===== src/rv_isa_pkg.sv =====
// RV32I instruction set definitions.
// Holds the opcode, funct3 and ALU operation encodings and the structs
// that carry a decoded operation and a register writeback between blocks.
package rv_isa_pkg;

    // major opcodes of the supported integer instructions.
    typedef enum logic [6:0] {
        OPC_OP     = 7'b0110011, // register and register arithmetic.
        OPC_OP_IMM = 7'b0010011, // register and immediate arithmetic.
        OPC_LUI    = 7'b0110111  // load upper immediate.
    } opcode_e;

    // funct3 field values shared by the OP and OP-IMM groups.
    typedef enum logic [2:0] {
        F3_ADD_SUB = 3'b000,
        F3_SLL     = 3'b001,
        F3_SLT     = 3'b010,
        F3_SLTU    = 3'b011,
        F3_XOR     = 3'b100,
        F3_SRL_SRA = 3'b101,
        F3_OR      = 3'b110,
        F3_AND     = 3'b111
    } funct3_e;

    localparam logic [6:0] F7_BASE = 7'b0000000; // normal form of an instruction.
    localparam logic [6:0] F7_ALT  = 7'b0100000; // selects SUB and SRA.

    // operations the execute stage knows how to perform.
    typedef enum logic [3:0] {
        OP_ADD, OP_SUB, OP_AND, OP_OR, OP_XOR,
        OP_SLL, OP_SRL, OP_SRA, OP_SLT, OP_SLTU, OP_LUI
    } alu_op_e;

    typedef struct packed {
        logic        valid;   // word is a supported instruction.
        alu_op_e     op;      // operation for the ALU.
        logic [4:0]  rd;      // destination register.
        logic [4:0]  rs1;     // first source register.
        logic [4:0]  rs2;     // second source register.
        logic        use_imm; // second operand comes from imm and not rs2.
        logic [31:0] imm;     // immediate, already extended or shifted.
    } dec_op_t;

    typedef struct packed {
        logic        en;   // one cycle pulse per retired instruction.
        logic [4:0]  rd;   // register being written.
        logic [31:0] data; // value being written.
    } wb_t;

endpackage


===== src/apb_pkg.sv =====
// APB bus definitions for the host port.
// Request and response groups and the register map seen by the host.
package apb_pkg;

    typedef struct packed {
        logic        psel;    // slave is selected.
        logic        penable; // high in the access phase.
        logic        pwrite;  // write when high and read when low.
        logic [11:0] paddr;   // byte address.
        logic [31:0] pwdata;  // write data.
    } apb_req_t;

    typedef struct packed {
        logic        pready;  // transfer completes this cycle.
        logic [31:0] prdata;  // read data.
        logic        pslverr; // transfer failed.
    } apb_rsp_t;

    localparam logic [11:0] ADDR_INSTR  = 12'h000; // instruction register, write only.
    localparam logic [11:0] ADDR_STATUS = 12'h004; // retired and illegal counts, read only.
    localparam logic [11:0] ADDR_REGS   = 12'h080; // base of the register window.

endpackage


===== src/rv_decoder.sv =====
// RV32I decoder for the integer execute path.
// Turns an instruction word into a decoded ALU operation and flags words
// that are not supported or that name a register the file does not hold.
`timescale 1ns/1ps

module rv_decoder import rv_isa_pkg::*; #(
    parameter int NUM_REGS = 32
) (
    input  logic [31:0] instr,
    output dec_op_t     dec,
    output logic        illegal
);

    opcode_e     opc;
    funct3_e     f3;
    logic [6:0]  f7;
    logic [31:0] imm_i;   // sign-extended I-type immediate.
    logic [31:0] imm_sh;  // shift amount from the rs2 field.
    logic        rd_ok;
    logic        rs1_ok;
    logic        rs2_ok;
    logic        enc_ok;  // opcode, funct3 and funct7 form a supported encoding.
    logic        regs_ok; // every register the instruction uses exists.

    assign opc    = opcode_e'(instr[6:0]);
    assign f3     = funct3_e'(instr[14:12]);
    assign f7     = instr[31:25];
    assign imm_i  = {{20{instr[31]}}, instr[31:20]};
    assign imm_sh = {27'b0, instr[24:20]};
    assign rd_ok  = int'(instr[11:7]) < NUM_REGS;
    assign rs1_ok = int'(instr[19:15]) < NUM_REGS;
    assign rs2_ok = int'(instr[24:20]) < NUM_REGS;

    always_comb begin
        dec     = '0;
        dec.op  = OP_ADD;
        dec.rd  = instr[11:7];
        dec.rs1 = instr[19:15];
        dec.rs2 = instr[24:20];
        enc_ok  = 1'b0;
        regs_ok = 1'b0;
        case (opc)
            OPC_OP: begin
                regs_ok = rd_ok && rs1_ok && rs2_ok;
                enc_ok  = (f7 == F7_BASE) ||
                          ((f7 == F7_ALT) && (f3 == F3_ADD_SUB || f3 == F3_SRL_SRA));
                case (f3)
                    F3_ADD_SUB: dec.op = (f7 == F7_ALT) ? OP_SUB : OP_ADD;
                    F3_SLL:     dec.op = OP_SLL;
                    F3_SLT:     dec.op = OP_SLT;
                    F3_SLTU:    dec.op = OP_SLTU;
                    F3_XOR:     dec.op = OP_XOR;
                    F3_SRL_SRA: dec.op = (f7 == F7_ALT) ? OP_SRA : OP_SRL;
                    F3_OR:      dec.op = OP_OR;
                    F3_AND:     dec.op = OP_AND;
                    default:    dec.op = OP_ADD;
                endcase
            end
            OPC_OP_IMM: begin
                regs_ok     = rd_ok && rs1_ok;
                enc_ok      = 1'b1;           // no funct7 check outside the shifts.
                dec.use_imm = 1'b1;
                dec.imm     = imm_i;
                case (f3)
                    F3_ADD_SUB: dec.op = OP_ADD;  // ADDI has no SUBI form.
                    F3_SLL: begin
                        dec.op  = OP_SLL;
                        dec.imm = imm_sh;
                        enc_ok  = (f7 == F7_BASE);
                    end
                    F3_SLT:     dec.op = OP_SLT;
                    F3_SLTU:    dec.op = OP_SLTU; // compares against the sign-extended value.
                    F3_XOR:     dec.op = OP_XOR;
                    F3_SRL_SRA: begin
                        dec.op  = (f7 == F7_ALT) ? OP_SRA : OP_SRL;
                        dec.imm = imm_sh;
                        enc_ok  = (f7 == F7_BASE) || (f7 == F7_ALT);
                    end
                    F3_OR:      dec.op = OP_OR;
                    F3_AND:     dec.op = OP_AND;
                    default:    dec.op = OP_ADD;
                endcase
            end
            OPC_LUI: begin
                regs_ok     = rd_ok;          // upper bits are immediate, no sources.
                enc_ok      = 1'b1;
                dec.op      = OP_LUI;
                dec.use_imm = 1'b1;
                dec.imm     = {instr[31:12], 12'b0};
            end
            default: enc_ok = 1'b0;           // any other opcode is unsupported.
        endcase
        dec.valid = enc_ok && regs_ok;
    end

    assign illegal = !dec.valid;

endmodule


===== src/rv_regfile.sv =====
// Integer register file.
// Two operand read ports, a third read port for the host window and one
// writeback port. Register x0 always reads as zero.
`timescale 1ns/1ps

module rv_regfile import rv_isa_pkg::*; #(
    parameter int NUM_REGS = 32
) (
    input  logic        clk,
    input  logic        rst,
    input  logic [4:0]  rs1,
    input  logic [4:0]  rs2,
    output logic [31:0] rs1_data,
    output logic [31:0] rs2_data,
    input  logic [4:0]  raddr,
    output logic [31:0] rdata,
    input  wb_t         wb
);

    logic [31:0] regs [NUM_REGS]; // architectural registers.

    always_ff @(posedge clk or posedge rst) begin
        if (rst) begin
            for (int i = 0; i < NUM_REGS; i++) begin
                regs[i] <= '0;
            end
        end else if (wb.en && wb.rd != 5'd0 && int'(wb.rd) < NUM_REGS) begin
            regs[wb.rd] <= wb.data; // x0 and missing registers are never written.
        end
    end

    // reads of x0 or of an index beyond the file return zero.
    assign rs1_data = (rs1 != 5'd0 && int'(rs1) < NUM_REGS) ? regs[rs1] : '0;
    assign rs2_data = (rs2 != 5'd0 && int'(rs2) < NUM_REGS) ? regs[rs2] : '0;
    assign rdata    = (raddr != 5'd0 && int'(raddr) < NUM_REGS) ? regs[raddr] : '0;

endmodule


===== src/ex_alu.sv =====
// Integer execute unit.
// Computes the result of one decoded operation and registers it together
// with the destination, so the writeback appears one cycle after issue.
`timescale 1ns/1ps

module ex_alu import rv_isa_pkg::*; (
    input  logic        clk,
    input  logic        rst,
    input  logic        issue,
    input  dec_op_t     dec,
    input  logic [31:0] rs1_data,
    input  logic [31:0] rs2_data,
    output wb_t         wb
);

    logic [31:0] op_b;     // second operand after the immediate select.
    logic [4:0]  shamt;    // shift amount from the low operand bits.
    logic [31:0] result;   // combinational result of the current operation.
    logic        capture;  // a supported instruction is issued this cycle.
    logic        en_q;
    logic [4:0]  rd_q;
    logic [31:0] data_q;

    assign op_b    = dec.use_imm ? dec.imm : rs2_data;
    assign shamt   = op_b[4:0];       // register shifts take their amount from rs2.
    assign capture = issue && dec.valid;

    always_comb begin
        case (dec.op)
            OP_ADD:  result = rs1_data + op_b;
            OP_SUB:  result = rs1_data - op_b;
            OP_AND:  result = rs1_data & op_b;
            OP_OR:   result = rs1_data | op_b;
            OP_XOR:  result = rs1_data ^ op_b;
            OP_SLL:  result = rs1_data << shamt;
            OP_SRL:  result = rs1_data >> shamt;
            OP_SRA:  result = $unsigned($signed(rs1_data) >>> shamt); // sign fills from the top.
            OP_SLT:  result = {31'b0, $signed(rs1_data) < $signed(op_b)};
            OP_SLTU: result = {31'b0, rs1_data < op_b}; // SLTIU sees the sign-extended immediate.
            OP_LUI:  result = op_b;         // the decoder already placed the upper bits.
            default: result = '0;
        endcase
    end

    // enable is control state and clears on reset.
    always_ff @(posedge clk or posedge rst) begin
        if (rst) begin
            en_q <= 1'b0;
        end else begin
            en_q <= capture;               // high for exactly one cycle per instruction.
        end
    end

    // result and destination only load when an instruction is taken.
    always_ff @(posedge clk) begin
        if (capture) begin
            rd_q   <= dec.rd;
            data_q <= result;
        end
    end

    always_comb begin
        wb.en   = en_q;
        wb.rd   = rd_q;
        wb.data = data_q;
    end

endmodule


===== src/apb_issue_port.sv =====
// APB slave in front of the execute path.
// Issues instruction words written to the instruction register, serves
// register window and status reads, and counts retired and illegal
// instructions in two saturating counters.
`timescale 1ns/1ps

module apb_issue_port import rv_isa_pkg::*, apb_pkg::*; (
    input  logic        clk,
    input  logic        rst,
    input  apb_req_t    apb_req,
    output apb_rsp_t    apb_rsp,
    input  logic        illegal,
    input  wb_t         wb,
    output logic [31:0] instr,
    output logic        issue,
    output logic [4:0]  raddr,
    input  logic [31:0] rdata
);

    logic        access;      // access phase of any transfer.
    logic        wr_acc;
    logic        rd_acc;
    logic        hit_instr;
    logic        hit_status;
    logic        hit_regs;    // address falls in the register window.
    logic [15:0] retired_cnt;
    logic [15:0] illegal_cnt;

    assign access     = apb_req.psel && apb_req.penable;
    assign wr_acc     = access && apb_req.pwrite;
    assign rd_acc     = access && !apb_req.pwrite;
    assign hit_instr  = apb_req.paddr == ADDR_INSTR;
    assign hit_status = apb_req.paddr == ADDR_STATUS;
    assign hit_regs   = (apb_req.paddr[11:7] == ADDR_REGS[11:7]) && (apb_req.paddr[1:0] == 2'b00);

    assign issue = wr_acc && hit_instr;     // one cycle per instruction write.
    assign instr = apb_req.pwdata;          // the word goes straight to the decoder.
    assign raddr = apb_req.paddr[6:2];      // word index inside the window.

    always_comb begin
        apb_rsp.pready = 1'b1;               // no wait states.
        apb_rsp.prdata = '0;
        if (rd_acc && hit_status) begin
            apb_rsp.prdata = {retired_cnt, illegal_cnt};
        end else if (rd_acc && hit_regs) begin
            apb_rsp.prdata = rdata;
        end
        // bad writes, illegal words and reads outside the map all fail.
        apb_rsp.pslverr = (wr_acc && (!hit_instr || illegal)) ||
                          (rd_acc && !(hit_status || hit_regs));
    end

    always_ff @(posedge clk or posedge rst) begin
        if (rst) begin
            retired_cnt <= '0;
            illegal_cnt <= '0;
        end else begin
            if (wb.en && retired_cnt != 16'hffff) begin
                retired_cnt <= retired_cnt + 16'd1; // counts on the writeback pulse.
            end
            if (issue && illegal && illegal_cnt != 16'hffff) begin
                illegal_cnt <= illegal_cnt + 16'd1;
            end
        end
    end

endmodule


===== src/alu_core_top.sv =====
// Top level of the APB driven integer execute core.
// Connects the host port, decoder, register file and ALU, and sets the
// register count for the whole core.
`timescale 1ns/1ps

module alu_core_top import rv_isa_pkg::*, apb_pkg::*; #(
    parameter int NUM_REGS = 32
) (
    input  logic     clk,
    input  logic     rst,
    input  apb_req_t apb_req,
    output apb_rsp_t apb_rsp
);

    logic [31:0] instr;    // word under decode.
    logic        issue;    // instruction write in its access phase.
    logic        illegal;
    dec_op_t     dec;
    logic [31:0] rs1_data;
    logic [31:0] rs2_data;
    logic [4:0]  raddr;    // host window read index.
    logic [31:0] rdata;
    wb_t         wb;

    apb_issue_port u_port (
        .clk(clk), .rst(rst), .apb_req(apb_req), .apb_rsp(apb_rsp),
        .illegal(illegal), .wb(wb), .instr(instr), .issue(issue),
        .raddr(raddr), .rdata(rdata)
    );

    rv_decoder #(.NUM_REGS(NUM_REGS)) u_dec (
        .instr(instr), .dec(dec), .illegal(illegal)
    );

    rv_regfile #(.NUM_REGS(NUM_REGS)) u_rf (
        .clk(clk), .rst(rst), .rs1(dec.rs1), .rs2(dec.rs2),
        .rs1_data(rs1_data), .rs2_data(rs2_data),
        .raddr(raddr), .rdata(rdata), .wb(wb)
    );

    ex_alu u_alu (
        .clk(clk), .rst(rst), .issue(issue), .dec(dec),
        .rs1_data(rs1_data), .rs2_data(rs2_data), .wb(wb)
    );

endmodule


===== config.mk =====
export PLATFORM = sky130hd
export DESIGN_NAME = alu_core_top
export DESIGN_NICKNAME = d
export VERILOG_FILES = /design/src/rv_isa_pkg.sv /design/src/apb_pkg.sv /design/src/rv_decoder.sv /design/src/rv_regfile.sv /design/src/ex_alu.sv /design/src/apb_issue_port.sv /design/src/alu_core_top.sv
export SDC_FILE = /design/constraint.sdc
export NUM_CORES = 2
export LEC_CHECK = 0
export BUFFER_PORTS_ARGS = -buffer_cell sky130_fd_sc_hd__buf_4
export CAP_MARGIN = 20
export CELL_PAD_IN_SITES_DETAIL_PLACEMENT = 0
export CELL_PAD_IN_SITES_GLOBAL_PLACEMENT = 1
export CORE_ASPECT_RATIO = 1.75
export CORE_UTILIZATION = 49
export CTS_CLUSTER_DIAMETER = 200
export DETAILED_ROUTE_END_ITERATION = 12
export PLACE_DENSITY = 0.77
export SETUP_SLACK_MARGIN = 0.3
export SYNTH_ARGS = -nofsm -noshare
export SYNTH_HDL_FRONTEND = slang
export SYNTH_SLANG_ARGS = --single-unit

===== constraint.sdc =====
create_clock -name clk -period 44 [get_ports clk]
set_input_delay 13.2 -clock clk [delete_from_list [all_inputs] [get_ports clk]]
set_output_delay 13.2 -clock clk [all_outputs]
set_load 0.03 [all_outputs]

==> flow_summary.rst <==
.. list-table::
   :header-rows: 1

   * - Metric
     - Value
   * - Pwr Density
     - 28.2 nW/um^2
   * - Share of the cycle needed by the critical path after routing
     - 72.6%
   * - Clock Latency Late Sink
     - 770 ps
   * - Fraction of final layout cells with drive strength greater than 1
     - 45.1%
   * - Critical setup path kind
     - in -> out
   * - First-pass GRT wire length
     - 408000 um
   * - Flip-flop and latch area
     - 27600 sq um
   * - Number of buffers inserted by hold repair at cts
     - 0
   * - Worst vdd ir
     - 0.0000373 V
   * - Power share of the clock group
     - 43.3%
   * - Top-level port count
     - 83
   * - Met3 Track Usage GR
     - 7.60%
   * - Slew at the pin closest to its max-slew limit
     - 1260 ps
   * - Setup_tns
     - 0 ps
   * - Share of power burned in registers
     - 44.7%
   * - RD Place Congestion
     - 1.04
   * - Share of synthesized cell area in full adder, half adder and majority cells
     - 1.73%
   * - Vias in the first global route
     - 55200
   * - Setup violators final
     - 0
   * - Xor-xnor portion of the synthesized cell area
     - 0.450%
   * - Endpoint type of the worst setup path
     - output port
   * - Count of flip-flops with a built-in enable after synthesis
     - 37
   * - Reg clk slew, reported paths
     - 60 ps
   * - Area of the multi-input gates
     - 44000 sq um
   * - Final-stage net count
     - 5412
   * - Vias
     - 54200
   * - Met2 layer usage reported by global route
     - 60.2%
   * - Total routing usage reported by global routing
     - 37.9%
   * - Total detailed-routing wirelength
     - 285000 um
   * - Master cell of the clock root buffer
     - clkbuf_16
   * - Top Usage Layer GRT
     - met2
   * - Status
     - complete, no violations
   * - Instance count of the mapped netlist
     - 5489
   * - Die width
     - 296 um
   * - Startpoint type of the worst setup path
     - primary input
   * - Net switching fraction of the power
     - 27.5%
   * - Final HPWL DP
     - 184000 um
   * - Initial cell density of the core
     - 49.4%
   * - Total chip power
     - 2260 uW
   * - Minimum clock period after layout
     - 31920 ps
   * - Clock tree skew after final layout
     - 37.5 ps
   * - Vias per cell
     - 7.37
   * - Slew Viols, Final
     - 0
   * - Share of synthesized area spent on multiplexers
     - 46.2%
   * - Internal power
     - 1640 uW
   * - Unrepaired setup endpoints after global routing
     - no
   * - Combinational share of power
     - 12.0%
   * - Netlist Area Pre-Place
     - 74000 sq um
   * - Total of cells resized after clock tree synthesis
     - 0
   * - Area growth from synthesis to layout
     - 8.35%
   * - Worst-case headroom to the max-slew limit
     - 15.9%
   * - Maximum number of pins on one net before global-route repair
     - 119
   * - Max-cap violation count
     - 0
   * - Maximum net fanout on the critical path
     - 75
   * - Synthesized-area fraction occupied by ao, oa, aoi and oai cells
     - 6.47%
   * - Starting DRT DRC Count
     - 6200
   * - Endpoint required time on the critical path
     - 30800 ps
   * - Dominant combinational cell family by area after synthesis
     - multiplexers
   * - Number of CTS-inserted buffers
     - 105
   * - Count of yosys warnings during synthesis
     - 0
   * - Height of the die
     - 516 um
   * - Met1 Usage GRT
     - 45.8%
   * - Yosys reg bits
     - 1094
   * - Async S/R FF share, synth
     - 96.6%
   * - Syn Area/Cell
     - 13.5 sq um
   * - Fraction of the yosys area taken by sequential cells
     - 37.2%
   * - Antenna violations before repair
     - 17
   * - Count of standard-cell rows
     - 188
   * - IO Port Bufs
     - 81
   * - Synthesized netlist net count
     - 5639
   * - Wire length per cell after detailed routing
     - 38.8 um
   * - Number of fill cells in the layout
     - 12500
   * - Class of the most critical hold timing path
     - reg -> reg
   * - Area enclosed by the die boundary
     - 153000 sq um
   * - H-tree depth
     - 3
   * - Number of endpoints with negative hold slack in the final report
     - 0
   * - DRT Pass-1 Iters
     - 6
   * - Placeable core region
     - 150000 sq um
   * - Setup Fix Bufs, Post-CTS
     - 0
   * - DRT antenna net count
     - 0
   * - Crit path arrival time
     - 18720 ps
   * - Primary FF master, synth
     - dfrtp_1
   * - Count of cell types in the netlist
     - 93
   * - Leakage
     - 0.0350 uW
   * - Post-route DRC violation count
     - 0
   * - Sum of overflow across all layers after global routing
     - 0
   * - Clock tree from TritonCTS
     - built
   * - Sinks on Clock Net
     - 1094
   * - FMAX
     - 31.3 MHz
   * - Simple-gate area share of the yosys netlist
     - 4.28%
   * - Net switching power
     - 622 uW
   * - Maximum buffer depth of the clock tree
     - 3
==> state kept, by name, summed over array words and instances (netlist names) <==
register and flops:
u_rf.regs 1024, u_port.illegal_cnt 16, u_alu.rd_q 5, u_port.retired_cnt 16, u_alu.en_q 1, u_alu.data_q 32
==> cells in the mapped netlist (94+ instances only) <==
cell type | n | area share [%]
mux2i_1 | 268 | 3.6
o21ai_0 | 137 | 0.93
inv_1 | 94 | 0.48
mux2_2 | 1020 | 16
ha_1 | 99 | 1.7
mux4_2 | 886 | 27
a21oi_1 | 126 | 0.85
clkbuf_1 | 375 | 1.9
nor2_1 | 197 | 1.0
dfrtp_1 | 1057 | 36
nand2_1 | 253 | 1.3
buf_1 | 116 | 0.59
==> per-layer routing <==
metal,part of all wire (%),vias up
met1,35,28800
met5,0.019,-
met3,8.4,1059
met4,8.6,8
li1,-,21100
met2,48,3237
==> final timing paths <==
path	start	endpoint	slack, ps	depth (start not counted)
setup reg to reg	u_rf.regs[3]	u_alu.data_q[27]	36900	15
hold reg to reg	u_rf.regs[999]	u_rf.regs[999]	420	0
hold / removal	u_rf.regs[999]	u_rf.regs[999]	420	0
min in group asynchronous	rst	u_rf.regs[913]	12600	2
max in group asynchronous	rst	u_rf.regs[40]	26620	7
setup / recovery	apb_req[35]	apb_rsp[16]	12080	9
==> cells in the final DEF, fill, tap and decap left out, types with 13 or more instances in the layout <==
master / synthesis / routed
dfrtp_1: 1057 / 1057
mux2_2: 1020 / 1020
mux4_2: 886 / 886
mux2i_1: 268 / 268
nand2_1: 253 / 237
buf_4: 8 / 221
nor2_1: 197 / 177
o21ai_0: 137 / 137
a21oi_1: 126 / 126
clkbuf_16: 0 / 110
ha_1: 99 / 99
inv_1: 94 / 91
o22ai_1: 69 / 69
a211oi_1: 55 / 55
nand3_1: 55 / 54
o21a_1: 47 / 47
o211ai_1: 46 / 46
nor3_1: 44 / 40
edfxtp_1: 37 / 37
xnor2_1: 29 / 29
clkbuf_1: 375 / 24
a21o_1: 21 / 21
clkinv_2: 0 / 19
nor2_4: 1 / 18
nor2b_1: 18 / 18
a31oi_1: 18 / 18
clkbuf_8: 0 / 18
a22oi_1: 17 / 17
o21ai_1: 16 / 16
o2111ai_1: 15 / 15
and3_1: 13 / 13
==> power groups by stage <==
stage / clock network, uW / logic (uW) / registers, uW
2_1_floorplan: 0 / 169 / 1030
3_3_place_gp: 0 / 266 / 1030
3_5_place_dp: 0 / 266 / 1030
4_1_cts: 993 / 267 / 1010
5_1_grt: 1030 / 284 / 1010
6_report: 979 / 273 / 1010
==> metrics by stage <==
| stage | instances | instance area [sq um] | hold WS, ps | util [%] | setup slack (ps) |
|---|---|---|---|---|---|
| after CTS | 7340 | 80100 | 418 | 53.4 | 12180 |
| after global placement | 7139 | 76300 | 394 | 50.9 | 12360 |
| after global routing | 7346 | 80200 | 432 | 53.5 | 12040 |
| after floorplan | 5489 | 74000 | 455 | - | 1050 |
| after detailed placement | 7145 | 76400 | 403 | 51.0 | 12190 |
| final | 7357 | 80200 | 421 | 53.5 | 12080 |
==> cell type report <==
cell class / instances / area share [%]
multi-input combinational: 3720 / 54.9
sequential: 1094 / 34.4
clock buffer: 151 / 3.84
tap: 1995 / 3.11
timing repair buffer: 241 / 2.53
clock inverter: 44 / 0.705
inverter: 100 / 0.490
antenna: 12 / 0.0374
==> worst max-delay path, stage by stage <==
cell and delay (ps):
buf_8 540, buf_4 980, buf_4 780, buf_4 870, mux4_2 420, mux4_2 490, mux2i_1 760, o21ai_0 210
buf_4 220
==> kinds of logic after synthesis <==
group                    count (synthesis)
AO/OA/AOI/OAI                          711
other                                    1
multiplexers                          2176
buffers and inverters                  675
XOR/XNOR                                38
AND/OR/NAND/NOR                        693
flip-flops                            1094
adder cells (fa/ha/maj)                101
No activity file was read; power rests on OpenSTA's default activity.
